===== src/rtl/pool_pkg.sv =====
package pool_pkg;

    localparam int FM_WIDTH    = 6;             // input map columns
    localparam int FM_HEIGHT   = 6;             // input map rows
    localparam int OUT_WIDTH   = 3;             // windows per row pair
    localparam int OUT_COUNT   = 9;             // results per frame
    localparam int LB_DEPTH    = 12;            // two rows of slots, also the sender's credits
    localparam int OUT_CREDITS = 2;             // output credits held after reset
    localparam int DATA_W      = 32;

    // one pixel beat from upstream
    typedef struct packed {
        logic                     valid;
        logic signed [DATA_W-1:0] data;
    } pool_pixel_t;

    // one pooled result beat to downstream
    typedef struct packed {
        logic                     valid;
        logic                     last;         // final window of the frame
        logic [3:0]               index;        // window number in raster order
        logic signed [DATA_W-1:0] data;
    } pool_result_t;

    typedef enum logic [1:0] {
        AVG_IDLE,                               // hold the sum
        AVG_LOAD,                               // first term of a window
        AVG_ACC                                 // add one more term
    } avg_op_e;

    typedef enum logic [2:0] {
        WAIT_ROWS,
        FEED,
        SETTLE,
        EMIT,
        RELEASE,
        DONE_ROWS
    } seq_state_e;

endpackage


===== src/rtl/avg_pool_unit.sv =====
`timescale 1ns/1ps

module avg_pool_unit import pool_pkg::*; (
    input  logic                     clk,
    input  logic                     rst,
    input  avg_op_e                  avg_op,
    input  logic signed [DATA_W-1:0] avg_in,
    output logic signed [DATA_W-1:0] avg_out,
    output logic                     avg_valid
);

    logic signed [DATA_W+1:0] sum;              // two guard bits hold four full-scale terms
    logic signed [DATA_W+1:0] next_sum;
    logic signed [DATA_W+1:0] shifted;
    logic signed [DATA_W+1:0] in_ext;
    logic [1:0]               term_cnt;         // terms taken so far, wraps on the fourth
    logic                     active;           // a window sum is in progress
    logic                     fourth;

    assign in_ext   = {{2{avg_in[DATA_W-1]}}, avg_in};
    assign next_sum = sum + in_ext;
    assign shifted  = next_sum >>> 2;           // arithmetic shift floors toward minus infinity
    assign fourth   = (avg_op == AVG_ACC) && (term_cnt == 2'd3);

    always_ff @(posedge clk) begin
        if (avg_op == AVG_LOAD) begin
            sum <= in_ext;
        end else if (avg_op == AVG_ACC) begin
            sum <= next_sum;
        end
        if (fourth) begin
            avg_out <= shifted[DATA_W-1:0];
        end
    end

    always_ff @(posedge clk) begin
        if (rst) begin
            term_cnt  <= '0;
            active    <= 1'b0;
            avg_valid <= 1'b0;
        end else begin
            avg_valid <= fourth;                // single cycle pulse
            case (avg_op)
                AVG_LOAD: begin
                    term_cnt <= 2'd1;
                    active   <= 1'b1;
                end
                AVG_ACC: begin
                    term_cnt <= term_cnt + 2'd1;
                    if (fourth) begin
                        active <= 1'b0;
                    end
                end
                default: ;
            endcase
        end
    end

    // the sequencer must open every window with a load
    a_acc_needs_load: assert property (
        @(posedge clk) disable iff (rst)
        (avg_op == AVG_ACC) |-> active
    );

endmodule


===== src/rtl/pool_line_buffer.sv =====
`timescale 1ns/1ps

module pool_line_buffer import pool_pkg::*; (
    input  logic                     clk,
    input  logic                     rst,
    input  pool_pixel_t              in_beat,
    output logic                     in_credit,
    input  logic                     rd_row,
    input  logic [2:0]               rd_col,
    output logic signed [DATA_W-1:0] rd_data,
    output logic                     rows_ready,
    input  logic                     release_rows
);

    logic signed [DATA_W-1:0] lb [0:1][0:FM_WIDTH-1];   // two rows of pixels
    logic [3:0]               wr_ptr;                   // next slot, counts up to LB_DEPTH
    logic [3:0]               credit_pend;              // credits still to hand back
    logic                     wr_row;
    logic [2:0]               wr_col;
    logic                     wr_last;

    assign wr_row  = 1'(wr_ptr / FM_WIDTH);
    assign wr_col  = 3'(wr_ptr % FM_WIDTH);
    assign wr_last = (wr_ptr == 4'(LB_DEPTH - 1));

    assign rd_data = lb[rd_row][rd_col];                // combinational read for the sequencer

    always_ff @(posedge clk) begin
        if (in_beat.valid) begin
            lb[wr_row][wr_col] <= in_beat.data;
        end
    end

    always_ff @(posedge clk) begin
        if (rst) begin
            wr_ptr      <= '0;
            rows_ready  <= 1'b0;
            credit_pend <= '0;
            in_credit   <= 1'b0;
        end else begin
            in_credit <= (credit_pend != 4'd0);         // one credit pulse per cycle while pending
            if (credit_pend != 4'd0) begin
                credit_pend <= credit_pend - 4'd1;
            end

            if (release_rows) begin
                // the whole row pair is free again
                wr_ptr      <= '0;
                rows_ready  <= 1'b0;
                credit_pend <= 4'(LB_DEPTH);
            end else if (in_beat.valid) begin
                wr_ptr <= wr_ptr + 4'd1;
                if (wr_last) begin
                    rows_ready <= 1'b1;                 // high from the cycle after the twelfth write
                end
            end
        end
    end

    // the sender holds no credits while both rows are full
    a_no_write_when_full: assert property (
        @(posedge clk) disable iff (rst)
        in_beat.valid |-> !rows_ready
    );

endmodule


===== src/rtl/pool_window_seq.sv =====
`timescale 1ns/1ps

module pool_window_seq import pool_pkg::*; (
    input  logic                     clk,
    input  logic                     rst,
    input  logic                     rows_ready,
    output logic                     rd_row,
    output logic [2:0]               rd_col,
    input  logic signed [DATA_W-1:0] rd_data,
    output logic                     release_rows,
    output avg_op_e                  avg_op,
    output logic signed [DATA_W-1:0] avg_in,
    input  logic signed [DATA_W-1:0] avg_out,
    input  logic                     avg_valid,
    input  logic                     out_credit,
    output pool_result_t             out_beat
);

    seq_state_e               state;
    logic [1:0]               feed_cnt;         // which of the four window pixels
    logic [1:0]               win_col;          // window column in the row pair
    logic [1:0]               pair;             // row pair within the frame
    logic [1:0]               credit_cnt;       // output credits held
    logic signed [DATA_W-1:0] res_data;         // holds the average until it can be sent
    logic [3:0]               win_index;
    logic                     last_col;
    logic                     send;

    assign win_index = 4'(pair * OUT_WIDTH + win_col);
    assign last_col  = (win_col == 2'(OUT_WIDTH - 1));
    assign send      = (state == EMIT) && (credit_cnt != 2'd0);

    // order is top-left, top-right, bottom-left, bottom-right
    assign rd_row = feed_cnt[1];
    assign rd_col = {win_col, feed_cnt[0]};
    assign avg_in = rd_data;

    assign avg_op = (state != FEED)     ? AVG_IDLE :
                    (feed_cnt == 2'd0)  ? AVG_LOAD : AVG_ACC;

    assign release_rows = (state == RELEASE);

    always_ff @(posedge clk) begin
        if (avg_valid) begin
            res_data <= avg_out;
        end
    end

    always_ff @(posedge clk) begin
        if (rst) begin
            state      <= WAIT_ROWS;
            feed_cnt   <= '0;
            win_col    <= '0;
            pair       <= '0;
            credit_cnt <= 2'(OUT_CREDITS);
            out_beat   <= '0;
        end else begin
            out_beat.valid <= 1'b0;

            case ({out_credit, send})
                2'b10:   credit_cnt <= credit_cnt + 2'd1;
                2'b01:   credit_cnt <= credit_cnt - 2'd1;
                default: ;                      // both or neither leave the count unchanged
            endcase

            case (state)
                WAIT_ROWS: begin
                    if (rows_ready) begin
                        feed_cnt <= '0;
                        state    <= FEED;
                    end
                end
                FEED: begin
                    feed_cnt <= feed_cnt + 2'd1;
                    if (feed_cnt == 2'd3) begin
                        state <= SETTLE;
                    end
                end
                SETTLE: begin
                    state <= EMIT;              // average lands in res_data this cycle
                end
                EMIT: begin
                    if (send) begin
                        out_beat <= '{valid: 1'b1,
                                      last:  (win_index == 4'(OUT_COUNT - 1)),
                                      index: win_index,
                                      data:  res_data};
                        if (last_col) begin
                            state <= RELEASE;
                        end else begin
                            win_col <= win_col + 2'd1;
                            state   <= FEED;
                        end
                    end
                end
                RELEASE: begin
                    win_col <= '0;
                    pair    <= (pair == 2'(FM_HEIGHT / 2 - 1)) ? 2'd0 : pair + 2'd1;
                    state   <= DONE_ROWS;
                end
                DONE_ROWS: begin
                    if (!rows_ready) begin
                        state <= WAIT_ROWS;     // line buffer has dropped the old pair
                    end
                end
                default: state <= WAIT_ROWS;
            endcase
        end
    end

    // downstream never returns more credits than it was given
    a_credit_max: assert property (
        @(posedge clk) disable iff (rst)
        credit_cnt <= 2'(OUT_CREDITS)
    );

    // the averaging unit answers in the one settle cycle after the fourth pixel
    a_avg_in_settle: assert property (
        @(posedge clk) disable iff (rst)
        (state == SETTLE) |-> avg_valid
    );

endmodule


===== src/rtl/pool_layer.sv =====
`timescale 1ns/1ps

module pool_layer import pool_pkg::*; (
    input  logic         clk,
    input  logic         rst,
    input  pool_pixel_t  in_beat,
    output logic         in_credit,
    output pool_result_t out_beat,
    input  logic         out_credit
);

    logic                     rd_row;
    logic [2:0]               rd_col;
    logic signed [DATA_W-1:0] rd_data;
    logic                     rows_ready;
    logic                     release_rows;     // row pair fully pooled
    avg_op_e                  avg_op;
    logic signed [DATA_W-1:0] avg_in;
    logic signed [DATA_W-1:0] avg_out;
    logic                     avg_valid;

    pool_line_buffer u_line_buffer (
        .clk          (clk),
        .rst          (rst),
        .in_beat      (in_beat),
        .in_credit    (in_credit),
        .rd_row       (rd_row),
        .rd_col       (rd_col),
        .rd_data      (rd_data),
        .rows_ready   (rows_ready),
        .release_rows (release_rows)
    );

    pool_window_seq u_window_seq (
        .clk          (clk),
        .rst          (rst),
        .rows_ready   (rows_ready),
        .rd_row       (rd_row),
        .rd_col       (rd_col),
        .rd_data      (rd_data),
        .release_rows (release_rows),
        .avg_op       (avg_op),
        .avg_in       (avg_in),
        .avg_out      (avg_out),
        .avg_valid    (avg_valid),
        .out_credit   (out_credit),
        .out_beat     (out_beat)
    );

    avg_pool_unit u_avg_pool (
        .clk       (clk),
        .rst       (rst),
        .avg_op    (avg_op),
        .avg_in    (avg_in),
        .avg_out   (avg_out),
        .avg_valid (avg_valid)
    );

endmodule


===== config.mk =====
export PLATFORM = sky130hd
export DESIGN_NAME = pool_layer
export DESIGN_NICKNAME = d
export VERILOG_FILES = /design/src/rtl/pool_pkg.sv /design/src/rtl/avg_pool_unit.sv /design/src/rtl/pool_line_buffer.sv /design/src/rtl/pool_window_seq.sv /design/src/rtl/pool_layer.sv
export SDC_FILE = /design/constraint.sdc
export NUM_CORES = 1
export LEC_CHECK = 0
export BUFFER_PORTS_ARGS = -buffer_cell sky130_fd_sc_hd__buf_2
export CAP_MARGIN = 25
export CORE_MARGIN = 3
export CORE_UTILIZATION = 32
export DETAILED_ROUTE_END_ITERATION = 10
export GPL_ROUTABILITY_DRIVEN = 0
export HOLD_SLACK_MARGIN = 0.12
export RECOVER_POWER = 25
export SKIP_CTS_REPAIR_TIMING = 1
export SYNTH_ARGS = -nofsm -noshare
export SYNTH_HDL_FRONTEND = slang
export SYNTH_SLANG_ARGS = --single-unit
export TNS_END_PERCENT = 1

===== constraint.sdc =====
create_clock -name clk -period 4.71 [get_ports clk]
set_input_delay 0.2355 -clock clk [delete_from_list [all_inputs] [get_ports clk]]
set_output_delay 0.2355 -clock clk [all_outputs]
set_load 0.01 [all_outputs]

* After elaboration in Yosys (flattened, before gate mapping)
Memories as Yosys holds them, arrays and structs flattened. A register that Yosys moved wholly into a read port is not among the register bits.
Index checks and enable logic that the tools add are counted.
** Storage, ports and cells
- Output and inout bits :: 39
- Bits in registers :: 160
- Memories :: 1
- RAM bits :: 384
- Input bits :: 36
- Logic and storage cells :: 109
** Cells by class
- Reductions and logical operators :: 19
- Muxes and demuxes :: 30
- $lt $le $gt $ge :: 3
- Multiply operators :: 1
- Bitwise operators :: 3
- Div/mod/pow operators :: 2
- Equal/unequal tests :: 21
- Add/sub/neg operators :: 10
** Memories
- u_line_buffer.lb :: words 2, bits a word 192, rd ports 1, clocked after Yosys merged registers in 1, wr ports 1, line pool_line_buffer.sv:15 : logic signed [DATA_W-1:0] lb [0:1][0:FM_WIDTH-1];
** Operators by type and width (count)
- $mux 192 :: 1
- $bmux 32 s3 :: 1
- $demux 32 s3 :: 1
- $mux 32 :: 3
- $mux 34 :: 2
- $mux 38 :: 1
- $add 34x32->34 :: 1
- $div 4x3->32 const B :: 1
- $mod 4x3->32 const B :: 1
- $pmux 3 s6 :: 1
- $pmux 2 s2 :: 4
- $mux 3 :: 5
- $eq 2x2->1 const B :: 6
- $mux 2 :: 6
- $reduce_bool 2->1 :: 6
- $add 2x1->2 const B :: 5
- $eq 4x4->1 const B :: 2
- $ge 4x4->1 const B :: 2
- $mux 4 :: 2
- $not 3->4 :: 2
- $eq 3x2->1 const B :: 2
- $eq 3x3->1 const B :: 2
- $ne 2x2->1 const B :: 3
- $reduce_and 2->1 :: 3
- other kinds (19) :: 26

* Depth between registers and ports, before layout
- Depth in word-level cells :: 7
- Gate-level depth with buffers :: 16
- Mapped depth without buffers :: 13

* Cells and area by module
From an unflattened synthesis, not the netlist that was laid out.
** Second synthesis, totals
- Cells, all modules :: 1526
- Area total of the unflattened synthesis :: 23256.1 sq um
** Modules (own cells, without submodules)
- pool_line_buffer :: cells each 753, instances 1, area each 15275.9 sq um
- avg_pool_unit :: cells each 456, instances 1, area each 4624.4 sq um
- pool_window_seq :: cells each 317, instances 1, area each 3355.7 sq um

* Worst setup path after synthesis
No wires, ideal clock.
- Kind :: register to register
- Start :: reg u_line_buffer.wr_ptr[2]
- End :: mem u_line_buffer.lb[1][64] (netlist bit) (enable)
- Setup time :: 0.461 ns
- Stages on the path, launching flop included :: 8
- Arrival time :: 3.603 ns
- Slack :: 0.645 ns
- Period minus slack after synthesis :: 4.065 ns
- Data required time :: 4.249 ns
- Cell sequence :: dfxtp_1 inv_1 nor2_1 ha_1 o21ai_0 nand2_1 or2_2 nor3_1
** Between the ends
- Longest elaborated chain between the ends :: 7
- Elaborated cells on any way between the ends :: 9
- Those cells by class :: div (2); order compare (2); mux (3); bitwise (1); reduce/logical (1)
** RTL lines
- start: declaration :: line pool_line_buffer.sv:16 : logic [3:0] wr_ptr;
- start signal: assignment :: line pool_line_buffer.sv:52 : wr_ptr <= wr_ptr + 4'd1;
- $mod 4x3->32 :: line pool_line_buffer.sv:23 : assign wr_col = 3'(wr_ptr % FM_WIDTH);
- $not 3->4 (implied by the code) :: line pool_line_buffer.sv:30 : lb[wr_row][wr_col] <= in_beat.data;
- $ge 4x4->1 (implied by the code) / $lt 4x1->1 (equally long branches) :: line pool_line_buffer.sv:30
- $logic_and 1x1->1 (implied by the code) :: line pool_line_buffer.sv:30
- $mux 32 (implied by the code) :: line pool_line_buffer.sv:30
- $demux 32 s3 :: line pool_line_buffer.sv:30
- $mux 192 (implied by the code) :: line pool_line_buffer.sv:30
- end: declaration :: line pool_line_buffer.sv:15
Parallel ways exist; a longest one is shown, timed or not.

==> impl_metrics.ini <==
[cts]
cts_buffer_depth = 3
cts_tree = done
cts_inserted_buffers = 55
cts-root-buf = clkbuf_16
clk_latency_ns = 0.60
htreeDepth = 2
cts.sinks = 545
clk_pin_slew_ns = 0.06

[final_layout]
stdcell_count = 2526
drive_above_1_share_pct = 19.91
finalNetCount = 1634
synthToLayoutAreaGrowth_pct = 16.65
nFillCells = 6433

[logic_synthesis]
yosys.area.top_type = edfxtp_1
synth_top_area_share_pct = 64.03
ys_ff_latch = 545
synthArstFlopShare_pct = 0
synthTopCellsByCount = edfxtp_1 (482), nand2_1 (153), mux4_2 (96)
syn_nets = 1492
syn_area_um2 = 22610
ys.flop_type = edfxtp_1
synth-edff-count = 482
synth.most_common_cell = edfxtp_1
yosysUniqueCellTypes = 68
ys_seq_area_share_pct = 69.61
netlist_instances = 1406
ys_top_cells_by_area = edfxtp_1 (64%), mux4_2 (9.6%), dfxtp_1 (5.6%)
yosys_warnings = 0
syn_area_per_cell_um2 = 16.08

[floorplanning]
die_y_um = 271.8
core_area_um2 = 69310
design.portCount = 75
rows = 96
die_area_um2 = 73870
start_util_pct = 32.62
dieWidth_um = 271.8

[setup_path]
cp.arrival_ns = 4.68
slowest_stage = dfxtp_4
cp_common_cell = buf_4
crit_path_end_kind = register
max_stage_delay_ns = 0.54
critPathKind = register to register
crit_chain = buf_4 > buf_4 > mux4_2 > mux2i_1 > o22ai_1 > ha_1 > and3_1 > nand2_1 > a2111oi_0 > a211oi_1 > xnor2_1 > mux2_2
startpoint_type = register
worst-endpoint-required_ns = 5.07
crit_path_max_fanout = 13

[worst_hold_path]
min_path_type = input pin to register

[routing]
firstDrtPassIters = 5
drc = 0
wirelength_um = 49350
wl_per_cell_um = 19.54
drtIter0Drc = 1059
ant_nets = 0
routed_via_density = 4.919
vias = 12430

[sta]
finalHoldViolCount = 0
setup_tns_ns = 0
tightest_slew_ns = 0.9711
worst_clock_skew_ns = 0.01577
fmax_mhz = 231.3
relSlewSlack_pct = 35.11
rsz0062_at_grt = false
setup_viol = 0
period_needed_ns = 4.323
period_share_pct = 91.77
drv_slew = 0

[power_and_ir_drop]
cellPowerDensity_nw_per_um2 = 443.3
p_leak_nw = 8.910
irDropWorstVdd_mv = 0.2548

[global_route]
overflow = 0
grt_pass1_wl_um = 75770
grt_pass1_vias = 12420
antenna_found_initial = 5
grtUsageTotal_pct = 13.28
grt_max_degree = 57

[flow_run]
max-cap-violations = 0

[placed_design]
hpwlAfterDp_um = 31320
dpl.cell_count = 2386
portBuffers = 74

[outcome]
status = finished, final reports clean
-- final cells by class --
class,instances,area [um2],share of cell area (%)
inverters,47,176.4,0.6690
clock inverters,31,225.2,0.8541
clock buffers,70,1464,5.552
repair buffers,151,1092,4.142
diodes,3,7.507,0.02847
multi-input cells,748,6496,24.64
well taps,931,1165,4.418
flip-flops and latches,545,15740,59.70
-- cells by family (layout without fill, tap and decap cells) --
logic type                 Yosys count  in the layout  share of synthesized area, %
and+or+nand+nor                    284            284                         5.646
adders and majority gates           50             50                         2.867
AOI/OAI and AO/OA                  230            230                         6.487
other                                0              3                             0
xor gates and xnor gates            37             37                         1.434
buffers and inverters              113            299                         2.059
muxes                              147            147                         11.90
DFF                                545            545                         69.61
-- layout by cell type (no fill, tap or decap), types with 8 or more instances in the layout --
cell type      synthesis  routed
a21o_1                16      16
a21oi_1               90      90
nor2_1                52      44
a211oi_1               9       9
mux2i_1               37      37
clkbuf_1              34      36
o22ai_1               31      31
o21ai_0               25      25
dfxtp_1               63      61
clkinv_2               0      10
buf_2                 18      51
edfxtp_1             482     482
xor2_1                14      14
ha_1                  47      47
buf_4                  5      36
clkinv_1               0      12
mux2_2                14      14
nand2b_1              11      11
clkbuf_16              0      56
nand4_1                8       8
xnor2_1               23      23
dlygate4sd3_1          0      34
o211ai_1               8       8
mux4_2                96      96
inv_1                 46      46
nor2_4                 0       8
nand2_1              153     153
nor3_1                12      10
-- worst max-delay path: cells and delay by family, from the launching register on --
kind	cells	cell delay, ns
adders and majority gates	1	0.51
buffers and inverters	2	0.62
and+or+nand+nor	2	0.40
xor gates and xnor gates	1	0.17
DFF	1	0.54
muxes	3	1.00
AOI/OAI and AO/OA	3	0.83
-- metal layers --
metal / GRT usage, % / routed length (um) / vias up
li1: - / - / 5739
met1: 18.71 / 22640 / 6287
met2: 21.15 / 23150 / 316
met3: 2.457 / 2530 / 80
met4: 3.572 / 1008 / 4
met5: 0 / 27 / -
-- through the flow --
stage	power [mW]	cell area, um2	hold WS, ns	setup WS (ns)	util, %
floorplan	7.070	22610	0.3344	0.6455	-
global placement	7.595	24320	0.4051	0.4192	35.09
CTS	11.78	26010	-0.1270	0.3626	37.53
global route	12.23	26360	0.1574	0.04717	38.04
detailed placement	7.632	24320	0.4045	0.3828	35.09
finish	11.69	26370	0.1343	0.3875	38.05
-- flip-flops by register name (all words and copies together), names as in the netlist, named ones only --
signal,flops
u_avg_pool.avg_out,32
u_avg_pool.avg_valid,1
u_avg_pool.sum,34
u_avg_pool.term_cnt,2
u_line_buffer.credit_pend,4
u_line_buffer.in_credit,1
u_line_buffer.lb,384
u_line_buffer.rows_ready,1
u_line_buffer.wr_ptr,4
u_window_seq.credit_cnt,2
u_window_seq.feed_cnt,2
u_window_seq.out_beat,38
u_window_seq.pair,2
u_window_seq.res_data,32
u_window_seq.state,3
u_window_seq.win_col,2
-- report_power, final --
part           switching [mW]  internal [mW]
sequential             0.0660           5.49
clock                    1.81           2.31
combinational            1.18          0.827
total                    3.06           8.63
-- worst paths after layout --
check / startpoint / endpoint / slack, ns / cells after the start
worst max-delay path: register / u_avg_pool.sum[23]$_DFFE_PP_ / 0.39 / 12
worst min-delay path: out_credit / u_window_seq.credit_cnt[0]$_SDFFE_PP0P_ / 0.13 / 5
worst max register to register: register / u_avg_pool.sum[23]$_DFFE_PP_ / 0.39 / 12
worst min register to register: u_avg_pool.avg_out[14]$_DFFE_PP_ / u_window_seq.res_data[14]$_DFFE_PP_ / 0.41 / 0
Note: power is estimated with default switching activity, not from simulation.
